### src/axi_xbar_macros.svh
`ifndef AXI_XBAR_MACROS_SVH
`define AXI_XBAR_MACROS_SVH

// Topology
`define AXI_MASTER_NUM   3
`define AXI_SLAVE_NUM    2
`define AXI_SLAVE_BITS   1

// Field widths
`define AXI_ID_BITS      4
`define AXI_IDS_BITS     8
`define AXI_ADDR_BITS    32
`define AXI_DATA_BITS    32
`define AXI_LEN_BITS     4
`define AXI_SIZE_BITS    3
`define AXI_BURST_BITS   2
`define AXI_RESP_BITS    2

// AXI encodings
`define AXI_RESP_OKAY    2'b00
`define AXI_BURST_INC    2'b01
`define AXI_SIZE_WORD    3'b010
`define AXI_LEN_ONE      4'h0

// Address map with 64 KB per slave
`define AXI_S0_BASE      32'h0000_0000
`define AXI_S0_LAST      32'h0000_FFFF
`define AXI_S1_BASE      32'h0001_0000
`define AXI_S1_LAST      32'h0001_FFFF

`endif

### src/axi_xbar_pkg.sv
`include "axi_xbar_macros.svh"

package axi_xbar_pkg;

    // Master identities in priority rotation order
    typedef enum logic [1:0] {
        cpu_fetch = 2'd0,
        cpu_mem   = 2'd1,
        dma       = 2'd2
    } master_id_e;

    typedef enum logic {
        slot_idle = 1'b0,
        slot_busy = 1'b1
    } slot_state_e;

    // --------------------------------------------------
    // AR and R payloads
    // --------------------------------------------------
    typedef struct packed {
        logic [`AXI_ID_BITS-1:0]    id;
        logic [`AXI_ADDR_BITS-1:0]  addr;
        logic [`AXI_LEN_BITS-1:0]   len;
        logic [`AXI_SIZE_BITS-1:0]  size;
        logic [`AXI_BURST_BITS-1:0] burst;
    } ar_req_t;

    // Slave side carries the wider ID
    typedef struct packed {
        logic [`AXI_IDS_BITS-1:0]   id;
        logic [`AXI_ADDR_BITS-1:0]  addr;
        logic [`AXI_LEN_BITS-1:0]   len;
        logic [`AXI_SIZE_BITS-1:0]  size;
        logic [`AXI_BURST_BITS-1:0] burst;
    } ar_req_s_t;

    typedef struct packed {
        logic [`AXI_ID_BITS-1:0]   id;
        logic [`AXI_DATA_BITS-1:0] data;
        logic [`AXI_RESP_BITS-1:0] resp;
        logic                      last;
    } r_resp_t;

    typedef struct packed {
        logic [`AXI_IDS_BITS-1:0]  id;
        logic [`AXI_DATA_BITS-1:0] data;
        logic [`AXI_RESP_BITS-1:0] resp;
        logic                      last;
    } r_resp_s_t;

    // --------------------------------------------------
    // Arbitration state
    // --------------------------------------------------
    typedef struct packed {
        slot_state_e state;
        master_id_e  owner;
    } slave_slot_t;

    typedef struct packed {
        logic       valid;
        master_id_e master;
    } req_slot_t;

endpackage
### src/axi_addr_decoder.sv
`timescale 1ns/1ps
`include "axi_xbar_macros.svh"

module axi_addr_decoder (
    input  axi_xbar_pkg::ar_req_t      ar_m         [`AXI_MASTER_NUM],
    input  logic                       arvalid_m    [`AXI_MASTER_NUM],
    output logic [`AXI_SLAVE_BITS-1:0] target_slave [`AXI_MASTER_NUM],
    output logic                       hit          [`AXI_MASTER_NUM]
);

    // --------------------------------------------------
    // Address map lookup per master
    // --------------------------------------------------
    always_comb begin
        for (int m = 0; m < `AXI_MASTER_NUM; m++) begin
            target_slave[m] = '0;
            hit[m]          = 1'b0;

            if (ar_m[m].addr >= `AXI_S0_BASE && ar_m[m].addr <= `AXI_S0_LAST) begin
                target_slave[m] = `AXI_SLAVE_BITS'(0);
                hit[m]          = 1'b1;
            end else if (ar_m[m].addr >= `AXI_S1_BASE &&
                         ar_m[m].addr <= `AXI_S1_LAST) begin
                target_slave[m] = `AXI_SLAVE_BITS'(1);
                hit[m]          = 1'b1;
            end
        end
    end

    // Unmapped requests never get a slot, so the master would hang
    for (genvar m = 0; m < `AXI_MASTER_NUM; m++) begin : g_map_chk
        always_comb begin
            assert final (arvalid_m[m] !== 1'b1 || hit[m])
                else $error("%m: master %0d requests unmapped address %h",
                            m, ar_m[m].addr);
        end
    end

endmodule

### src/axi_read_crossbar.sv
`timescale 1ns/1ps
`include "axi_xbar_macros.svh"

module axi_read_crossbar (
    input  axi_xbar_pkg::slave_slot_t slot      [`AXI_SLAVE_NUM],
    // Master side
    input  axi_xbar_pkg::ar_req_t     ar_m      [`AXI_MASTER_NUM],
    input  logic                      arvalid_m [`AXI_MASTER_NUM],
    input  logic                      rready_m  [`AXI_MASTER_NUM],
    // Slave side
    input  logic                      arready_s [`AXI_SLAVE_NUM],
    input  axi_xbar_pkg::r_resp_s_t   r_s       [`AXI_SLAVE_NUM],
    input  logic                      rvalid_s  [`AXI_SLAVE_NUM],
    output axi_xbar_pkg::ar_req_s_t   ar_s      [`AXI_SLAVE_NUM],
    output logic                      arvalid_s [`AXI_SLAVE_NUM],
    output logic                      rready_s  [`AXI_SLAVE_NUM],
    output logic                      arready_m [`AXI_MASTER_NUM],
    output axi_xbar_pkg::r_resp_t     r_m       [`AXI_MASTER_NUM],
    output logic                      rvalid_m  [`AXI_MASTER_NUM]
);

    logic owned [`AXI_MASTER_NUM];

    // --------------------------------------------------
    // Routing
    // --------------------------------------------------
    always_comb begin
        axi_xbar_pkg::master_id_e owner;

        // Idle defaults
        for (int m = 0; m < `AXI_MASTER_NUM; m++) begin
            arready_m[m] = 1'b0;
            r_m[m]       = '{id:   '0,
                             data: '0,
                             resp: `AXI_RESP_OKAY,
                             last: 1'b0};
            rvalid_m[m]  = 1'b0;
        end

        for (int s = 0; s < `AXI_SLAVE_NUM; s++) begin
            ar_s[s]      = '{id:    '0,
                             addr:  '0,
                             len:   `AXI_LEN_ONE,
                             size:  `AXI_SIZE_WORD,
                             burst: `AXI_BURST_INC};
            arvalid_s[s] = 1'b0;
            rready_s[s]  = 1'b0;
        end

        // Join each busy slave to its owner
        for (int s = 0; s < `AXI_SLAVE_NUM; s++) begin
            owner = slot[s].owner;
            if (slot[s].state == axi_xbar_pkg::slot_busy) begin
                ar_s[s]      = '{id:    `AXI_IDS_BITS'(ar_m[owner].id),
                                 addr:  ar_m[owner].addr,
                                 len:   ar_m[owner].len,
                                 size:  ar_m[owner].size,
                                 burst: ar_m[owner].burst};
                arvalid_s[s] = arvalid_m[owner];
                rready_s[s]  = rready_m[owner];

                // ID narrows back to the master width
                arready_m[owner] = arready_s[s];
                r_m[owner]       = '{id:   r_s[s].id[`AXI_ID_BITS-1:0],
                                     data: r_s[s].data,
                                     resp: r_s[s].resp,
                                     last: r_s[s].last};
                rvalid_m[owner]  = rvalid_s[s];
            end
        end
    end

    // --------------------------------------------------
    // Read data only reaches a slot owner
    // --------------------------------------------------
    always_comb begin
        for (int m = 0; m < `AXI_MASTER_NUM; m++) begin
            owned[m] = 1'b0;
            for (int s = 0; s < `AXI_SLAVE_NUM; s++) begin
                if (slot[s].state == axi_xbar_pkg::slot_busy && slot[s].owner == m) begin
                    owned[m] = 1'b1;
                end
            end
        end
    end

    for (genvar m = 0; m < `AXI_MASTER_NUM; m++) begin : g_rvalid_chk
        always_comb begin
            assert final (rvalid_m[m] !== 1'b1 || owned[m])
                else $error("%m: rvalid to master %0d without a slot", m);
        end
    end

endmodule

### src/axi_slave_arbiter.sv
`timescale 1ns/1ps
`include "axi_xbar_macros.svh"

module axi_slave_arbiter (
    input  logic                       ACLK,
    input  logic                       ARESET,
    input  logic [`AXI_SLAVE_BITS-1:0] target_slave [`AXI_MASTER_NUM],
    input  logic                       hit          [`AXI_MASTER_NUM],
    input  logic                       arvalid_m    [`AXI_MASTER_NUM],
    input  logic                       rvalid_s     [`AXI_SLAVE_NUM],
    input  logic                       rready_s     [`AXI_SLAVE_NUM],
    input  axi_xbar_pkg::r_resp_s_t    r_s          [`AXI_SLAVE_NUM],
    output axi_xbar_pkg::slave_slot_t  slot         [`AXI_SLAVE_NUM]
);

    axi_xbar_pkg::master_id_e  ptr_q;
    axi_xbar_pkg::master_id_e  ptr_n;
    axi_xbar_pkg::slave_slot_t slot_q    [`AXI_SLAVE_NUM];
    axi_xbar_pkg::slave_slot_t slot_n    [`AXI_SLAVE_NUM];
    axi_xbar_pkg::req_slot_t   req_slot  [`AXI_SLAVE_NUM];
    logic                      req       [`AXI_MASTER_NUM][`AXI_SLAVE_NUM];
    logic                      last_xfer [`AXI_SLAVE_NUM];

    // --------------------------------------------------
    // Request matrix and winner per slave
    // --------------------------------------------------
    always_comb begin
        for (int m = 0; m < `AXI_MASTER_NUM; m++) begin
            for (int s = 0; s < `AXI_SLAVE_NUM; s++) begin
                req[m][s] = arvalid_m[m] && hit[m] &&
                            (target_slave[m] == `AXI_SLAVE_BITS'(s));
            end
        end
    end

    always_comb begin
        for (int s = 0; s < `AXI_SLAVE_NUM; s++) begin
            req_slot[s] = '{valid: 1'b0, master: axi_xbar_pkg::cpu_fetch};

            // Highest-numbered requester by default
            for (int m = 0; m < `AXI_MASTER_NUM; m++) begin
                if (req[m][s]) begin
                    req_slot[s] = '{valid: 1'b1, master: axi_xbar_pkg::master_id_e'(m)};
                end
            end

            // Master under the pointer overrides
            if (req[ptr_q][s]) begin
                req_slot[s] = '{valid: 1'b1, master: ptr_q};
            end
        end
    end

    // Pointer rotates every cycle
    always_comb begin
        case (ptr_q)
            axi_xbar_pkg::cpu_fetch: ptr_n = axi_xbar_pkg::cpu_mem;
            axi_xbar_pkg::cpu_mem:   ptr_n = axi_xbar_pkg::dma;
            axi_xbar_pkg::dma:       ptr_n = axi_xbar_pkg::cpu_fetch;
            default:                 ptr_n = axi_xbar_pkg::cpu_fetch;
        endcase
    end

    // --------------------------------------------------
    // Slot state update
    // --------------------------------------------------
    always_comb begin
        for (int s = 0; s < `AXI_SLAVE_NUM; s++) begin
            last_xfer[s] = rvalid_s[s] && rready_s[s] && r_s[s].last;
            slot_n[s]    = slot_q[s];

            if (slot_q[s].state == axi_xbar_pkg::slot_idle) begin
                if (req_slot[s].valid) begin
                    slot_n[s] = '{state: axi_xbar_pkg::slot_busy,
                                  owner: req_slot[s].master};
                end
            end else if (last_xfer[s] && !req[slot_q[s].owner][s]) begin
                // Owner asking again keeps the slot
                slot_n[s].state = axi_xbar_pkg::slot_idle;
            end
        end
    end

    always_ff @(posedge ACLK) begin
        if (ARESET) begin
            ptr_q <= axi_xbar_pkg::cpu_fetch;
            for (int s = 0; s < `AXI_SLAVE_NUM; s++) begin
                slot_q[s] <= '{state: axi_xbar_pkg::slot_idle,
                               owner: axi_xbar_pkg::cpu_fetch};
            end
        end else begin
            ptr_q <= ptr_n;
            for (int s = 0; s < `AXI_SLAVE_NUM; s++) begin
                slot_q[s] <= slot_n[s];
            end
        end
    end

    assign slot = slot_q;

    // --------------------------------------------------
    // Ownership checks
    // --------------------------------------------------
    for (genvar a = 0; a < `AXI_SLAVE_NUM; a++) begin : g_own_a
        for (genvar b = a + 1; b < `AXI_SLAVE_NUM; b++) begin : g_own_b
            assert property (@(posedge ACLK) disable iff (ARESET)
                !(slot_q[a].state == axi_xbar_pkg::slot_busy &&
                  slot_q[b].state == axi_xbar_pkg::slot_busy &&
                  slot_q[a].owner == slot_q[b].owner))
                else $error("%m: master %0d owns slaves %0d and %0d",
                            slot_q[a].owner, a, b);
        end
    end

    // Slave read data in flight keeps its slot busy
    for (genvar s = 0; s < `AXI_SLAVE_NUM; s++) begin : g_hold_chk
        assert property (@(posedge ACLK) disable iff (ARESET)
            rvalid_s[s] |-> slot_q[s].state == axi_xbar_pkg::slot_busy)
            else $error("%m: slave %0d released before its last beat", s);
    end

endmodule

### src/axi_xbar.sv
`timescale 1ns/1ps
`include "axi_xbar_macros.svh"

module axi_xbar (
    input  logic                      ACLK,
    input  logic                      ARESET,

    // --------------------------------------------------
    // Master side
    // --------------------------------------------------
    input  axi_xbar_pkg::ar_req_t     ar_m      [`AXI_MASTER_NUM],
    input  logic                      arvalid_m [`AXI_MASTER_NUM],
    output logic                      arready_m [`AXI_MASTER_NUM],
    output axi_xbar_pkg::r_resp_t     r_m       [`AXI_MASTER_NUM],
    output logic                      rvalid_m  [`AXI_MASTER_NUM],
    input  logic                      rready_m  [`AXI_MASTER_NUM],

    // --------------------------------------------------
    // Slave side
    // --------------------------------------------------
    output axi_xbar_pkg::ar_req_s_t   ar_s      [`AXI_SLAVE_NUM],
    output logic                      arvalid_s [`AXI_SLAVE_NUM],
    input  logic                      arready_s [`AXI_SLAVE_NUM],
    input  axi_xbar_pkg::r_resp_s_t   r_s       [`AXI_SLAVE_NUM],
    input  logic                      rvalid_s  [`AXI_SLAVE_NUM],
    output logic                      rready_s  [`AXI_SLAVE_NUM]
);

    logic [`AXI_SLAVE_BITS-1:0] target_slave [`AXI_MASTER_NUM];
    logic                       hit          [`AXI_MASTER_NUM];
    axi_xbar_pkg::slave_slot_t  slot         [`AXI_SLAVE_NUM];

    // Address decode
    axi_addr_decoder u_decoder (
        .ar_m         (ar_m),
        .arvalid_m    (arvalid_m),
        .target_slave (target_slave),
        .hit          (hit)
    );

    // Ownership and slot registers
    axi_slave_arbiter u_arbiter (
        .ACLK         (ACLK),
        .ARESET       (ARESET),
        .target_slave (target_slave),
        .hit          (hit),
        .arvalid_m    (arvalid_m),
        .rvalid_s     (rvalid_s),
        .rready_s     (rready_s),
        .r_s          (r_s),
        .slot         (slot)
    );

    // AR and R routing
    axi_read_crossbar u_crossbar (
        .slot         (slot),
        .ar_m         (ar_m),
        .arvalid_m    (arvalid_m),
        .rready_m     (rready_m),
        .arready_s    (arready_s),
        .r_s          (r_s),
        .rvalid_s     (rvalid_s),
        .ar_s         (ar_s),
        .arvalid_s    (arvalid_s),
        .rready_s     (rready_s),
        .arready_m    (arready_m),
        .r_m          (r_m),
        .rvalid_m     (rvalid_m)
    );

endmodule

### config.mk
export PLATFORM = sky130hd
export DESIGN_NAME = axi_xbar
export DESIGN_NICKNAME = d
export VERILOG_FILES = /design/src/axi_xbar_pkg.sv /design/src/axi_addr_decoder.sv /design/src/axi_read_crossbar.sv /design/src/axi_slave_arbiter.sv /design/src/axi_xbar.sv
export VERILOG_INCLUDE_DIRS = /design/src /design/src/src
export SDC_FILE = /design/constraint.sdc
export NUM_CORES = 1
export LEC_CHECK = 0
export BUFFER_PORTS_ARGS = -buffer_cell sky130_fd_sc_hd__clkbuf_2
export CAP_MARGIN = 10
export CORE_AREA = 2 2 179 181
export DETAILED_ROUTE_END_ITERATION = 8
export DIE_AREA = 0 0 181 183
export GPL_TIMING_DRIVEN = 0
export PLACE_DENSITY = 0.44
export SETUP_SLACK_MARGIN = 0.05
export SLEW_MARGIN = 20
export SYNTH_ARGS = -nofsm -noshare
export SYNTH_HDL_FRONTEND = slang
export SYNTH_SLANG_ARGS = --single-unit
### constraint.sdc
create_clock -name ACLK -period 3.85 [get_ports ACLK]
set_input_delay 0.5775 -clock ACLK [delete_from_list [all_inputs] [get_ports ACLK]]
set_output_delay 0.5775 -clock ACLK [all_outputs]
set_load 0.01 [all_outputs]
==> flow_summary.yaml <==
logic_synthesis:
  synth_flop_cell: "dfxtp_1"
  avgSynthCellArea_sq_um: 5.95
  ys_types: 43
  netlist_top_cells_area: "nand2_1, mux2i_1, o31ai_1"
  ys_ff_latch: 8
  async_flop_share: 0
  synth_cells: 860
  yosysSeqAreaShare: 0.0313
  syn_area_sq_um: 5120
  synth_enable_flop_cells: 0
  ys_warn_count: 0
  synth_top_area_cell: "nand2_1"
  yosysTopAreaCellShare: 0.189
route:
  wl_per_cell_microns: 21.5
  drt_iter0_drc: 654
  ant_nets: 0
  viasPerCell: 4.94
  drcViolationCount: 0
  vias: 8473
  drt_wl_total_mm: 36.9
  first_pass_iters: 5
floorplanning:
  floorplan.die_area_sq_um: 33100
  rows: 65
  fp.dieH_microns: 183
  initial_utilization: 0.164
  pin_count: 458
  dieWidth_microns: 181
  coreArea_sq_um: 31200
power:
  power.internal_w: 0.000343
  power.leakage_nw: 3.29
  switching_power_w: 0.000181
  vdd_ir_drop_max_uv: 96.0
  p_clk_frac: 0.349
  p_seq_frac: 0.164
  p_sw_frac: 0.345
  total_power_w: 0.000524
  cellPowerDensity_nw_per_um2: 66.1
  comb_power_share: 0.487
timing:
  grt_setup_unrepaired: "false"
  fin_tns_setup_ns: 0
  hold_viol_final: 0
  fin_ws_ns: 0.408
  finalSetupViolations: 0
  worst_pin_slew_ns: 1.09
  timing.final.crit_share: 0.894
  slew_headroom: 0.276
  slew_viol_final: 0
  fin_crit_ns: 3.44
  finClkSkew_ns: 0.00386
  max_freq_mhz: 291
cts:
  clk-insertion-delay-late_ns: 0.24
  postCtsHoldBufs: 0
  post_cts_buffers: 0
  cts-buffers-inserted: 3
  clk_path_buf_depth: 2
  path_clk_slew_ns: 0.04
  cts_tree: "built"
  htreeDepth: 1
  cts-root-buf: "clkbuf_16"
  cts_num_sinks: 8
  ctsResizeCount: 0
global_routing:
  antenna_found_initial: 3
  grt_max_degree: 11
  grtUsageTotal: 0.211
  grt_pass1_vias: 8184
  grt_pass1_wl_mm: 53.6
  gr-total-overflow: 0
worst_setup_path:
  critPathArrivalTime_ns: 2.86
  rrSetupSlack_ns: 1.76
  cp-end-kind: "output pin"
  critPathMaxFanout: 10
  r2r_cells: 6
  critical_path_class: "reg -> out"
  cp.required_ns: 3.27
  start_kind: "flop"
place:
  dp_cells: 1709
  dp_slack_ns: 0.737
  port_buffers: 440
  hpwl_mm: 29.7
  gp_congestion: 0.937
layout:
  layoutNonFillerInstCount: 1714
  layout-drive-gt1-share: 0.359
  area_growth_pct: 54.9
  final_nets: 1545
flow_run:
  cap_violations: 0
run_status:
  outcome: "finished, final reports clean"
hold_path:
  hold_depth: 1
  hp-class: "reg -> reg"
==> cell families after synthesis <==
kind of cell,synth area share
muxes,0.188
and+or+nand+nor,0.391
buffers and inverters,0.0902
other,0.000733
DFF,0.0313
AOI/OAI and AO/OA,0.299
==> final timing paths <==
| path | startpoint | to |
|---|---|---|
| max reg2reg | u_arbiter.slot[4]$_SDFFE_PP0P_ | u_arbiter.slot[5]$_SDFF_PP0_ |
| min | u_arbiter.ptr_q[0]$_SDFF_PP0_ | u_arbiter.ptr_q[0]$_SDFF_PP0_ |
| max | u_arbiter.slot[4]$_SDFFE_PP0P_ | rvalid_m[1] |
| min reg2reg | u_arbiter.ptr_q[0]$_SDFF_PP0_ | u_arbiter.ptr_q[0]$_SDFF_PP0_ |
==> area by class of cell <==
class,count,area (sq um)
fillers,3651,23300
multi-input cells,756,4520
repair buffers,440,2200
well taps,402,503
plain buffers,101,454
flip-flops and latches,8,160
clock buffers,3,75.1
inverters,2,7.51
diodes,2,5.00
==> through the flow <==
stage	hold slack, ns	area (sq um)	util
floorplan	0.422	5140	-
global placement	0.435	7850	0.251
detailed placement	0.442	7850	0.251
CTS	0.447	7920	0.254
global route	0.493	7920	0.254
finish	0.444	7930	0.254
==> sequential cells by signal (all words and copies together), names as in the netlist <==
register	count
u_arbiter.ptr_q	2
u_arbiter.slot	6
==> cell usage after synthesis (2+ instances only) <==
library cell  number
nor2_1             3
clkbuf_8           3
nand3_1            5
clkbuf_1          72
nor4_1            18
buf_4              9
or4_1              3
o21ai_0           89
and4_1             4
buf_2              9
o32ai_1            2
dfxtp_1            8
nand2_1          258
o22ai_1            3
buf_1              8
inv_1              2
o31ai_1          123
nor4b_1            7
nand2b_1           7
nor2b_1            2
and2_1            91
or2_2              4
o211ai_1           6
nor3_1             7
or3_1              2
mux2i_1           96
nand4_1            3
==> power groups by stage <==
| stage | Clock (W) | Combinational, W | Sequential, W |
|---|---|---|---|
| final | 0.000183 | 0.000255 | 0.0000862 |
| after global routing | 0.000186 | 0.000281 | 0.0000866 |
| after CTS | 0.000182 | 0.000251 | 0.0000863 |
| after detailed placement | 0 | 0.000250 | 0.0000876 |
| after global placement | 0 | 0.000248 | 0.0000875 |
| after floorplan | 0 | 0.0000688 | 0.0000874 |
==> critical path: stages, from the launching register on <==
cell	delay, ns
dfxtp_1	0.45
clkbuf_1	0.60
nand2b_1	0.19
clkbuf_1	0.33
clkbuf_1	0.63
o31ai_1	0.22
clkbuf_2	0.19
==> cell usage in the layout, fill, tap and decap left out, types with 4 or more instances in the layout <==
| cell | n |
|---|---|
| buf_4 | 9 |
| clkbuf_2 | 440 |
| nor4b_1 | 7 |
| and2_1 | 91 |
| or2_2 | 4 |
| o21ai_0 | 89 |
| nand2_1 | 258 |
| conb_1 | 8 |
| nand2b_1 | 7 |
| buf_1 | 8 |
| nor4_1 | 18 |
| o211ai_1 | 6 |
| o31ai_1 | 123 |
| nor3_1 | 7 |
| clkbuf_1 | 72 |
| buf_2 | 9 |
| dfxtp_1 | 8 |
| nand3_1 | 5 |
| mux2i_1 | 96 |
| and4_1 | 4 |
==> per-layer routing <==
metal / track usage / routed length [microns]
met5: 0 / 28
met4: 0.0413 / 839
met3: 0.0391 / 2770
met2: 0.355 / 17400
met1: 0.282 / 15900
Power figures use the tool's default switching activity.
